### config.mk
export PLATFORM = sky130hd
export DESIGN_NAME = fetch_frontend
export DESIGN_NICKNAME = d
export VERILOG_FILES = /design/src/hdl/fetch_pkg.sv /design/src/hdl/fetch_req_if.sv /design/src/hdl/itlb_map.sv /design/src/hdl/pre_if_stage.sv /design/src/hdl/fetch_queue.sv /design/src/hdl/if_stage.sv /design/src/hdl/fetch_frontend.sv
export SDC_FILE = /design/constraint.sdc
export NUM_CORES = 1
export LEC_CHECK = 0
export ABC_CLOCK_PERIOD_IN_PS = 8600
export BUFFER_PORTS_ARGS = -buffer_cell sky130_fd_sc_hd__buf_4
export CORE_MARGIN = 5
export CORE_UTILIZATION = 35
export DETAILED_ROUTE_END_ITERATION = 10
export GPL_ROUTABILITY_DRIVEN = 0
export PLACE_DENSITY = 0.55
export SETUP_SLACK_MARGIN = 0.4
export SLEW_MARGIN = 10
export SYNTH_ARGS = -nofsm -noshare
export SYNTH_HDL_FRONTEND = slang
export SYNTH_SLANG_ARGS = --single-unit
export TNS_END_PERCENT = 1
### constraint.sdc
create_clock -name clk -period 8.6 [get_ports clk]
set_clock_uncertainty 0.2 [all_clocks]
set_input_delay 1.72 -clock clk [delete_from_list [all_inputs] [get_ports clk]]
set_output_delay 1.72 -clock clk [all_outputs]
set_load 0.1 [all_outputs]
### src/hdl/fetch_pkg.sv
package fetch_pkg;

    localparam int PC_W   = 32;
    localparam int INST_W = 32;
    localparam int EXC_W  = 5;

    typedef logic [PC_W-1:0]   pc_t;
    typedef logic [INST_W-1:0] inst_t;
    typedef logic [EXC_W-1:0]  exc_code_t;

    // exception codes as reported to decode
    localparam exc_code_t exc_none = 5'd0;
    localparam exc_code_t exc_adel = 5'd4;  // address error on instruction fetch

    localparam pc_t RESET_PC      = 32'hbfc0_0000;
    localparam pc_t GENERAL_EX_PC = 32'hbfc0_0380;
    localparam pc_t KUSEG_OFFSET  = 32'h2000_0000;  // user segment physical base

    // one in-order fetch slot, pushed when the request leaves pre-fetch
    typedef struct packed {
        pc_t       pc;
        logic      ex;
        exc_code_t exc;
    } fetch_entry_t;

    // next slot of a ring buffer with any depth
    function automatic int unsigned ring_next(input int unsigned ptr,
                                              input int unsigned depth);
        int unsigned nxt;
        nxt = ptr + 1;
        if (nxt >= depth) begin
            nxt = 0;
        end
        return nxt;
    endfunction

endpackage

### src/hdl/fetch_req_if.sv
`timescale 1ns/1ns

// pre-fetch to fetch queue, one entry per issued fetch
interface fetch_req_if
    import fetch_pkg::*;
();
    logic         push;   // write entry this edge
    fetch_entry_t entry;
    logic         full;
    logic         clear;  // redirect, kill everything queued

    modport producer (
        output push,
        output entry,
        output clear,
        input  full
    );

    modport buffer (
        input  push,
        input  entry,
        input  clear,
        output full
    );

endinterface

### src/hdl/itlb_map.sv
`timescale 1ns/1ns

module itlb_map
    import fetch_pkg::*;
(
    input  logic [19:0] vpn,
    output logic [19:0] pfn
);

    // fixed segment map, no real TLB behind it
    always_comb begin
        if (vpn[19:18] == 2'b10) begin
            pfn = {3'b000, vpn[16:0]};          // kseg0 / kseg1 unmapped
        end else begin
            pfn = vpn + KUSEG_OFFSET[31:12];    // kuseg and kseg2/3
        end
    end

endmodule

### src/hdl/pre_if_stage.sv
`timescale 1ns/1ns

module pre_if_stage
    import fetch_pkg::*;
(
    input  logic        clk,
    input  logic        reset,
    input  logic        flush,
    input  logic        eret,
    input  pc_t         epc,
    input  logic        br_valid,
    input  logic        br_predicted,
    input  logic        br_pred_right,
    input  logic        br_taken,
    input  pc_t         br_target,
    input  pc_t         br_pc,
    input  logic        bpu_valid,
    input  pc_t         bpu_target,
    input  logic        icache_busy,
    output logic        inst_req,
    output logic [7:0]  inst_index,
    output logic [19:0] inst_tag,
    output logic [3:0]  inst_offset,
    fetch_req_if.producer req
);

    pc_t         pc;
    pc_t         next_pc;
    pc_t         seq_pc;
    pc_t         flow_pc;
    logic        mispredict;
    logic        unpred_taken;
    logic        redirect;
    logic        misaligned;
    logic        push;
    logic        run;       // low for the first cycle out of reset
    logic [19:0] pfn;

    assign seq_pc       = pc + 32'd4;
    assign flow_pc      = bpu_valid ? bpu_target : seq_pc;
    assign mispredict   = br_valid & br_predicted & ~br_pred_right;
    assign unpred_taken = br_valid & ~br_predicted & br_taken;
    assign redirect     = eret | flush | mispredict | unpred_taken;

    always_comb begin
        if (eret) begin
            next_pc = epc;
        end else if (flush) begin
            next_pc = GENERAL_EX_PC;
        end else if (mispredict) begin
            // delay slot already out, so fall-through skips it
            next_pc = br_taken ? br_target : br_pc + 32'd8;
        end else if (unpred_taken) begin
            next_pc = br_target;
        end else begin
            next_pc = flow_pc;
        end
    end

    assign misaligned = pc[1:0] != 2'b00;

    // a bad pc never goes to the cache, so busy does not hold it back
    assign push     = run & ~redirect & ~req.full & (misaligned | ~icache_busy);
    assign inst_req = push & ~misaligned;

    always_ff @(posedge clk) begin
        if (reset) begin
            run <= 1'b0;
        end else begin
            run <= 1'b1;
        end
    end

    always_ff @(posedge clk) begin
        if (reset) begin
            pc <= RESET_PC;
        end else if (redirect || push) begin
            pc <= next_pc;
        end
    end

    assign req.push      = push;
    assign req.clear     = redirect;
    assign req.entry.pc  = pc;
    assign req.entry.ex  = misaligned;
    assign req.entry.exc = misaligned ? exc_adel : exc_none;

    itlb_map u_itlb (
        .vpn (pc[31:12]),
        .pfn (pfn)
    );

    assign inst_tag    = pfn;
    assign inst_index  = pc[11:4];
    assign inst_offset = pc[3:0];

endmodule

### src/hdl/fetch_queue.sv
`timescale 1ns/1ns

module fetch_queue
    import fetch_pkg::*;
#(
    parameter int  QUEUE_DEPTH = 4,
    parameter type entry_t     = fetch_entry_t
) (
    input  logic   clk,
    input  logic   reset,
    fetch_req_if.buffer req,
    output logic   valid,
    output entry_t head,
    input  logic   pop
);

    localparam int PW = (QUEUE_DEPTH > 1) ? $clog2(QUEUE_DEPTH) : 1;
    localparam int CW = $clog2(QUEUE_DEPTH + 1);

    entry_t        mem [QUEUE_DEPTH];
    logic [PW-1:0] rd_ptr;
    logic [PW-1:0] wr_ptr;
    logic [PW-1:0] wr_slot;
    logic [CW-1:0] count;
    logic          do_pop;

    assign do_pop  = pop & valid;
    assign wr_slot = req.clear ? '0 : wr_ptr;  // redirect's first entry goes to slot 0

    always_ff @(posedge clk) begin
        if (req.push) begin
            mem[wr_slot] <= req.entry;
        end
    end

    always_ff @(posedge clk) begin
        if (reset) begin
            rd_ptr <= '0;
            wr_ptr <= '0;
            count  <= '0;
        end else if (req.clear) begin
            rd_ptr <= '0;
            wr_ptr <= req.push ? PW'(ring_next(0, QUEUE_DEPTH)) : '0;
            count  <= CW'(req.push);
        end else begin
            if (req.push) begin
                wr_ptr <= PW'(ring_next(wr_ptr, QUEUE_DEPTH));
            end
            if (do_pop) begin
                rd_ptr <= PW'(ring_next(rd_ptr, QUEUE_DEPTH));
            end
            count <= count + CW'(req.push) - CW'(do_pop);
        end
    end

    assign valid    = count != '0;
    assign req.full = count == CW'(QUEUE_DEPTH);
    assign head     = mem[rd_ptr];

endmodule

### src/hdl/if_stage.sv
`timescale 1ns/1ns

module if_stage
    import fetch_pkg::*;
#(
    parameter int QUEUE_DEPTH = 4
) (
    input  logic         clk,
    input  logic         reset,
    input  logic         valid,
    input  fetch_entry_t head,
    input  logic         clear,
    output logic         pop,
    input  logic         inst_req,
    input  logic         inst_rvalid,
    input  inst_t        inst_rdata,
    input  logic         ds_allowin,
    output logic         ds_valid,
    output pc_t          ds_pc,
    output inst_t        ds_inst,
    output logic         ds_ex,
    output exc_code_t    ds_exc
);

    localparam int CW = $clog2(2 * QUEUE_DEPTH + 1);  // live plus killed in flight
    localparam int PW = (QUEUE_DEPTH > 1) ? $clog2(QUEUE_DEPTH) : 1;
    localparam int BW = $clog2(QUEUE_DEPTH + 1);

    logic [CW-1:0] out_cnt;
    logic [CW-1:0] discard_cnt;
    logic          drop;
    logic          live_rsp;
    inst_t         rsp_buf [QUEUE_DEPTH];  // words that beat their entry to the head
    logic [PW-1:0] buf_rd;
    logic [PW-1:0] buf_wr;
    logic [BW-1:0] buf_cnt;
    logic          buf_avail;
    logic          buf_push;
    logic          buf_pop;
    logic          load;
    logic          load_word;
    inst_t         load_data;

    assign drop      = inst_rvalid & (clear | (discard_cnt != '0));
    assign live_rsp  = inst_rvalid & ~drop;
    assign buf_avail = buf_cnt != '0;

    // output register refills one cycle after the previous pop
    assign load      = valid & ~ds_valid & ~clear & (head.ex | buf_avail | live_rsp);
    assign load_word = load & ~head.ex;
    assign buf_pop   = load_word & buf_avail;
    assign buf_push  = live_rsp & ~(load_word & ~buf_avail);  // unless it bypasses
    assign load_data = buf_avail ? rsp_buf[buf_rd] : inst_rdata;
    assign pop       = ds_valid & ds_allowin;

    // no request goes out on a clear cycle, so out_cnt here is all stale
    always_ff @(posedge clk) begin
        if (reset) begin
            out_cnt     <= '0;
            discard_cnt <= '0;
        end else begin
            out_cnt <= out_cnt + CW'(inst_req) - CW'(inst_rvalid);
            if (clear) begin
                discard_cnt <= out_cnt - CW'(inst_rvalid);
            end else if (drop) begin
                discard_cnt <= discard_cnt - 1'b1;
            end
        end
    end

    always_ff @(posedge clk) begin
        if (reset || clear) begin
            buf_rd  <= '0;
            buf_wr  <= '0;
            buf_cnt <= '0;
        end else begin
            if (buf_push) begin
                buf_wr <= PW'(ring_next(buf_wr, QUEUE_DEPTH));
            end
            if (buf_pop) begin
                buf_rd <= PW'(ring_next(buf_rd, QUEUE_DEPTH));
            end
            buf_cnt <= buf_cnt + BW'(buf_push) - BW'(buf_pop);
        end
    end

    always_ff @(posedge clk) begin
        if (buf_push) begin
            rsp_buf[buf_wr] <= inst_rdata;
        end
    end

    always_ff @(posedge clk) begin
        if (reset || clear) begin
            ds_valid <= 1'b0;
        end else if (load) begin
            ds_valid <= 1'b1;
        end else if (pop) begin
            ds_valid <= 1'b0;
        end
    end

    always_ff @(posedge clk) begin
        if (load) begin
            ds_pc   <= head.pc;
            ds_ex   <= head.ex;
            ds_exc  <= head.exc;
            ds_inst <= head.ex ? '0 : load_data;  // bad fetch carries no word
        end
    end

endmodule

### src/hdl/fetch_frontend.sv
`timescale 1ns/1ns

module fetch_frontend
    import fetch_pkg::*;
#(
    parameter int QUEUE_DEPTH = 4
) (
    input  logic        clk,
    input  logic        reset,
    input  logic        flush,
    input  logic        eret,
    input  pc_t         epc,
    input  logic        br_valid,
    input  logic        br_predicted,
    input  logic        br_pred_right,
    input  logic        br_taken,
    input  pc_t         br_target,
    input  pc_t         br_pc,
    input  logic        bpu_valid,
    input  pc_t         bpu_target,
    output logic        inst_req,
    output logic [7:0]  inst_index,
    output logic [19:0] inst_tag,
    output logic [3:0]  inst_offset,
    input  logic        icache_busy,
    input  logic        inst_rvalid,
    input  inst_t       inst_rdata,
    output logic        ds_valid,
    output pc_t         ds_pc,
    output inst_t       ds_inst,
    output logic        ds_ex,
    output exc_code_t   ds_exc,
    input  logic        ds_allowin
);

    fetch_req_if req_bus ();

    logic         q_valid;
    fetch_entry_t q_head;
    logic         q_pop;

    pre_if_stage u_pre_if (
        .clk           (clk),
        .reset         (reset),
        .flush         (flush),
        .eret          (eret),
        .epc           (epc),
        .br_valid      (br_valid),
        .br_predicted  (br_predicted),
        .br_pred_right (br_pred_right),
        .br_taken      (br_taken),
        .br_target     (br_target),
        .br_pc         (br_pc),
        .bpu_valid     (bpu_valid),
        .bpu_target    (bpu_target),
        .icache_busy   (icache_busy),
        .inst_req      (inst_req),
        .inst_index    (inst_index),
        .inst_tag      (inst_tag),
        .inst_offset   (inst_offset),
        .req           (req_bus.producer)
    );

    fetch_queue #(
        .QUEUE_DEPTH (QUEUE_DEPTH),
        .entry_t     (fetch_entry_t)
    ) u_queue (
        .clk   (clk),
        .reset (reset),
        .req   (req_bus.buffer),
        .valid (q_valid),
        .head  (q_head),
        .pop   (q_pop)
    );

    if_stage #(
        .QUEUE_DEPTH (QUEUE_DEPTH)
    ) u_if (
        .clk         (clk),
        .reset       (reset),
        .valid       (q_valid),
        .head        (q_head),
        .clear       (req_bus.clear),
        .pop         (q_pop),
        .inst_req    (inst_req),
        .inst_rvalid (inst_rvalid),
        .inst_rdata  (inst_rdata),
        .ds_allowin  (ds_allowin),
        .ds_valid    (ds_valid),
        .ds_pc       (ds_pc),
        .ds_inst     (ds_inst),
        .ds_ex       (ds_ex),
        .ds_exc      (ds_exc)
    );

endmodule

Word level (Yosys, flattened, before mapping)
Memory sizes are Yosys's and may differ from the RTL's. A register that Yosys moved wholly into a read port is not among the register bits.
Index checks and enable logic that the tools add are counted.
W data, S select, Z words.

storage, ports and cells
  memories = 2
  register bits = 126
  word-level logic and storage cells = 117
  memory bits (writable) = 272
  input bits = 172
  output and inout port bits = 104

memories
  name          words  width  read ports  clocked after Yosys merged registers in  write ports  RTL line           RTL
  u_queue.mem   4      36     1           1                                        1            fetch_queue.sv:20  entry_t mem [QUEUE_DEPTH];
  u_if.rsp_buf  4      32     1           1                                        1            if_stage.sv:33     inst_t rsp_buf [QUEUE_DEPTH];

operators by class
  equal/unequal tests = 2
  reductions and logical operators = 10
  mux-type cells = 31
  $add $sub $neg = 15
  bitwise gates (word level) = 37
  magnitude comparators = 4

operators with widths
  cell                      count
  $mux W32                  7
  $add A32 B3 Y32 const B   1
  $add A32 B4 Y32 const B   1
  $mux W2                   11
  $add A20 B18 Y20 const B  1
  $mux W20                  1
  $and A1 B1 Y1             19
  $add A2 B1 Y3 const B     4
  $ge A3 B3 Y1 const B      4
  $not A1 Y1                11
  $mux W1                   9
  $mux W4                   2
  $reduce_bool A2 Y1        4
  $sub A4 B1 Y4             2
  $or A1 B1 Y1              7
  $add A3 B1 Y3             2
  $reduce_bool A3 Y1        2
  $sub A3 B1 Y3             2
  $add A4 B1 Y4             1
  $reduce_bool A4 Y1        1
  $sub A4 B1 Y4 const B     1
  $eq A3 B3 Y1 const B      1
  $mux W3                   1
  $eq A2 B2 Y1 const B      1
  other kinds (2)           3

Logic depth before layout (Yosys ltp)
  word-level depth = 16
  mapped depth = 13

Hierarchy
From an unflattened synthesis, not the netlist that was laid out.

unflattened totals
  cells, all modules = 1191
  area total of the unflattened synthesis = 17974.7 um^2

by module, submodules not included
  module        sequential area each (um^2)  cells each  instances  area each (um^2)
  if_stage      6306.0                       395         1          8075.2
  fetch_queue   4744.6                       245         1          5938.2
  pre_if_stage  660.6                        528         1          3791.1
  itlb_map      0.0                          23          1          170.2

Worst setup path after synthesis
OpenSTA, ideal clock, no wires.

  kind = in2reg
  from = input eret
  to = register u_if.ds_exc[2] (enable)
  arrival time = 5.794 ns
  path slack = 2.094 ns
  library setup time = 0.511 ns
  required time = 7.889 ns
  stages on the path = 6
  cells stage by stage = buf_4 > or2_1 > clkbuf_1 > nor3_1 > nand3_1 > a21oi_1

on the way
  longest elaborated chain between the ends = 9
  elaborated cells on any way between the ends = 11

RTL lines
  what                         RTL line              RTL
  start, declared              fetch_frontend.sv:11  input logic eret,
  $or A1 B1 Y1 * (3 in a row)  pre_if_stage.sv:43    assign redirect = eret | flush | mispredict | unpred_taken;
  $or A1 B1 Y1                 if_stage.sv:44        assign drop = inst_rvalid & (clear | (discard_cnt != '0));
  $and A1 B1 Y1                if_stage.sv:44
  $not A1 Y1                   if_stage.sv:45        assign live_rsp = inst_rvalid & ~drop;
  $and A1 B1 Y1                if_stage.sv:45
  $or A1 B1 Y1                 if_stage.sv:49        assign load = valid & ~ds_valid & ~clear & (head.ex | buf_avail | live_rsp);
  $and A1 B1 Y1 *              if_stage.sv:49
  via u_if.load                if_stage.sv:40        logic load;
  end signal, assigned         if_stage.sv:107       ds_exc <= head.exc;
  end, declared                if_stage.sv:22        output exc_code_t ds_exc

The timed path passes the listed nets; every way through them passes the cells marked *.
A chain may end at the register's enable or synchronous reset.

Final worst setup path
  from = input br_valid
  to = output inst_req

on the way
  longest elaborated chain between the ends = 9
  elaborated cells on any way between the ends = 11

RTL lines
  what                          RTL line              RTL
  start, declared               fetch_frontend.sv:13  input logic br_valid,
  $and A1 B1 Y1 (2 in a row)    pre_if_stage.sv:41    assign mispredict = br_valid & br_predicted & ~br_pred_right;
  $or A1 B1 Y1                  pre_if_stage.sv:43
  $or A1 B1 Y1 *                pre_if_stage.sv:43
  $not A1 Y1 *                  pre_if_stage.sv:63    assign push = run & ~redirect & ~req.full & (misaligned | ~icache_busy);
  $and A1 B1 Y1 * (3 in a row)  pre_if_stage.sv:63
  $and A1 B1 Y1 *               pre_if_stage.sv:64    assign inst_req = push & ~misaligned;
  end, declared                 fetch_frontend.sv:21  output logic inst_req,

Every way passes the cells marked *; elsewhere a longest branch is shown, timed or not.

==> results.json <==
{
  "fillers": 4512,
  "io_pins": 276,
  "antenna_found_initial": 0,
  "diodes": 0,
  "cts.repair.resized": 0,
  "rsz0062_at_grt": "no",
  "finalSetupViolations": 0,
  "syn_to_final_growth_pct": 21.1,
  "hold_viol": 0,
  "maxCapViolCount": 0,
  "synth_edf_count": 325,
  "required_ns": 6.68,
  "synth-warning-count": 0,
  "hold_path.class": "reg -> reg",
  "dr.max_layer_used": "met4",
  "crit_fanout": 18,
  "register_area_um2": 11000,
  "finalNetCount": 1692,
  "cp-end-kind": "primary output",
  "drt_iter0_drc": 922,
  "drcViolationCount": 0,
  "worst_pin_slew_ns": 1.11,
  "clock-sinks": 385,
  "vias": 11400,
  "htree_num_levels": 2,
  "min_period_over_period": 0.702,
  "dp_hpwl_um": 31900,
  "max_clock_freq_mhz": 166,
  "grt_pass1_vias": 11600,
  "syn_area_um2": 17300,
  "maxSlewHeadroom": 0.261,
  "crit_chain": "buf_4, nand3b_1, nand3_1, nor2_1, nand2_1, inv_1, buf_4",
  "ys_ff_latch": 385,
  "via_per_inst": 5.21,
  "drive_above_1_share": 0.285,
  "worstPathArrival_ns": 4.12,
  "clockBufferDepth": 3,
  "synth_top_flop_cell": "edfxtp_1",
  "crit_buf_inv": 3,
  "cts-root-buf": "clkbuf_16",
  "dr_wl_met2_um": 21600,
  "met3_length_um": 2920,
  "peakVddDrop_mv": 0.114,
  "cts_buffers": 41,
  "core_um2": 49000,
  "synth_area_per_cell_um2": 13.7,
  "grt_max_degree": 67,
  "wl_um": 48000,
  "die-area_um2": 54100,
  "first_pass_iters": 5,
  "maxSlewViolCount": 0,
  "portBuffers": 271,
  "min_period_ns": 6.04,
  "row_count": 81,
  "leakagePower_nw": 7.39,
  "clkTransAtPathRegs_ns": 0.06,
  "start_util": 0.354,
  "wl_met1_um": 22100,
  "critPathKind": "in -> out",
  "seq_area_frac_synth": 0.632,
  "postCtsSetupBuffers": 0,
  "grt_pass1_wl_um": 72200,
  "crit_family": "simple AND/OR/NAND/NOR gates",
  "postCtsHoldBufs": 0,
  "track_usage": 0.173,
  "multi_input_comb_area_um2": 5650,
  "cpPeakStageDelay_ns": 0.72,
  "fp.dieW_um": 233,
  "cp_slowest_cell": "nand3b_1",
  "fp.dieH_um": 233,
  "post_drt_wl_per_cell_um": 21.9,
  "antenna_left": 0,
  "clk_latency_ns": 0.55,
  "dp.cells": 2115,
  "grt-ovfl-total": 0,
  "timing.setup.tns_ns": 0,
  "outcome": "finished, final reports clean",
  "layoutNonFillerInstCount": 2187,
  "ys_types": 72,
  "start_kind": "primary input",
  "powerDensity_nw_per_um2": 200,
  "synthArstFlopShare": 0,
  "syn_inst": 1266,
  "cts_tree": "yes",
  "crit_path_frequent_cell": "buf_4"
}
final timing paths:
| kind | startpoint | end | slack [ns] | depth (start not counted) |
|---|---|---|---|---|
| setup / recovery | br_valid | inst_req | 2.56 | 7 |
| hold / removal | u_queue.rd_ptr[1] | flip-flop | 0.29 | 2 |
| hold reg to reg | u_queue.rd_ptr[1] | flip-flop | 0.29 | 2 |
| setup reg to reg | flip-flop | u_if.buf_cnt[2] | 4.68 | 10 |
flip-flops by register name (all words and copies together), names as in the netlist, named ones only:
signal	count
u_queue.rd_ptr	2
u_if.buf_cnt	3
u_if.buf_wr	2
u_pre_if.run	1
u_if.ds_exc	1
u_queue.count	3
u_if.ds_valid	1
u_if.buf_rd	2
u_if.ds_pc	32
u_pre_if.pc	32
u_if.out_cnt	4
u_if.ds_inst	32
u_queue.mem	132
u_queue.wr_ptr	2
u_if.rsp_buf	128
u_if.discard_cnt	4
cells in the final DEF, fill, tap and decap left out, types with 6 or more instances in the layout:
| cell type | netlist | layout |
|---|---|---|
| edfxtp_1 | 325 | 325 |
| buf_4 | 35 | 286 |
| nand2_1 | 123 | 123 |
| a21oi_1 | 85 | 84 |
| nor2_1 | 68 | 65 |
| mux4_2 | 65 | 65 |
| dfxtp_1 | 60 | 57 |
| inv_1 | 41 | 41 |
| clkbuf_16 | 0 | 41 |
| nand3_1 | 40 | 40 |
| xnor2_1 | 37 | 37 |
| o21ai_0 | 36 | 36 |
| nor3_1 | 26 | 25 |
| ha_1 | 23 | 23 |
| xor2_1 | 21 | 21 |
| nand4_1 | 16 | 16 |
| mux2i_1 | 15 | 15 |
| a211oi_1 | 14 | 14 |
| and3_1 | 13 | 13 |
| a221oi_1 | 13 | 13 |
| o211ai_1 | 13 | 13 |
| nand3b_1 | 9 | 9 |
| clkinv_1 | 0 | 9 |
| clkbuf_1 | 44 | 9 |
| nor4_1 | 9 | 8 |
| and2_1 | 10 | 6 |
| o221ai_1 | 6 | 6 |
| clkinv_2 | 0 | 6 |
synthesized netlist by cell type, types with 13 or more instances:
| cell type | n | area [um^2] |
|---|---|---|
| and3_1 | 13 | 81.3 |
| a221oi_1 | 13 | 114 |
| nor2_1 | 68 | 255 |
| a21oi_1 | 85 | 425 |
| edfxtp_1 | 325 | 9760 |
| mux4_2 | 65 | 1460 |
| nand3_1 | 40 | 200 |
| inv_1 | 41 | 154 |
| nand2_1 | 123 | 462 |
| dfxtp_1 | 60 | 1200 |
| nand4_1 | 16 | 100 |
| o211ai_1 | 13 | 97.6 |
| xnor2_1 | 37 | 324 |
| ha_1 | 23 | 288 |
| a211oi_1 | 14 | 105 |
| o21ai_0 | 36 | 180 |
| buf_4 | 35 | 263 |
| clkbuf_1 | 44 | 165 |
| mux2i_1 | 15 | 150 |
| xor2_1 | 21 | 184 |
| nor3_1 | 26 | 130 |
where the power goes:
group | internal, mW | switching (mW) | leakage (nW)
combinational | 0.155 | 0.270 | 3.33
sequential | 2.06 | 0.0541 | 3.45
clock | 0.941 | 0.719 | 0.606
total | 3.15 | 1.04 | 7.39
kinds of logic (layout without fill, tap and decap cells):
family,after synthesis,after routing,synth area share
adders and majority gates,26,26,0.0201
other,1,4,0.000216
and+or+nand+nor,349,349,0.0975
AOI/OAI and AO/OA,221,221,0.0827
DFF,385,385,0.632
buffers and inverters,145,399,0.0441
muxes,81,81,0.0938
xor gates and xnor gates,58,58,0.0293
metrics by stage:
step | hold slack (ns) | utilization | setup WS (ns) | power [mW] | instance area (um^2)
after floorplan | 0.254 | - | 2.09 | 2.41 | 17300
after global placement | 0.271 | 0.403 | 2.66 | 2.57 | 19700
after detailed placement | 0.287 | 0.403 | 2.64 | 2.57 | 19700
after CTS | 0.296 | 0.429 | 2.64 | 4.24 | 21000
after global routing | 0.321 | 0.429 | 2.38 | 4.35 | 21000
final | 0.291 | 0.429 | 2.56 | 4.20 | 21000
worst min-delay path, cell delays in order (launching register included):
cell and delay (ns):
dfxtp_1 0.31, nand2_1 0.05, a21oi_1 0.07
layer usage:
layer	GRT usage	vias to the layer above
met2	0.263	398
met4	0.0510	0
met1	0.258	5668
li1	-	5257
met3	0.0295	74
met5	0	-
final cells by class:
| type | instances | share of cell area |
|---|---|---|
| multi-input combinational | 739 | 0.269 |
| inverter | 41 | 0.00733 |
| tap | 664 | 0.0396 |
| sequential | 385 | 0.522 |
| timing repair buffer | 286 | 0.102 |
| clock inverter | 22 | 0.00876 |
| clock buffer | 50 | 0.0505 |
Note: power is estimated with default switching activity, not from simulation.
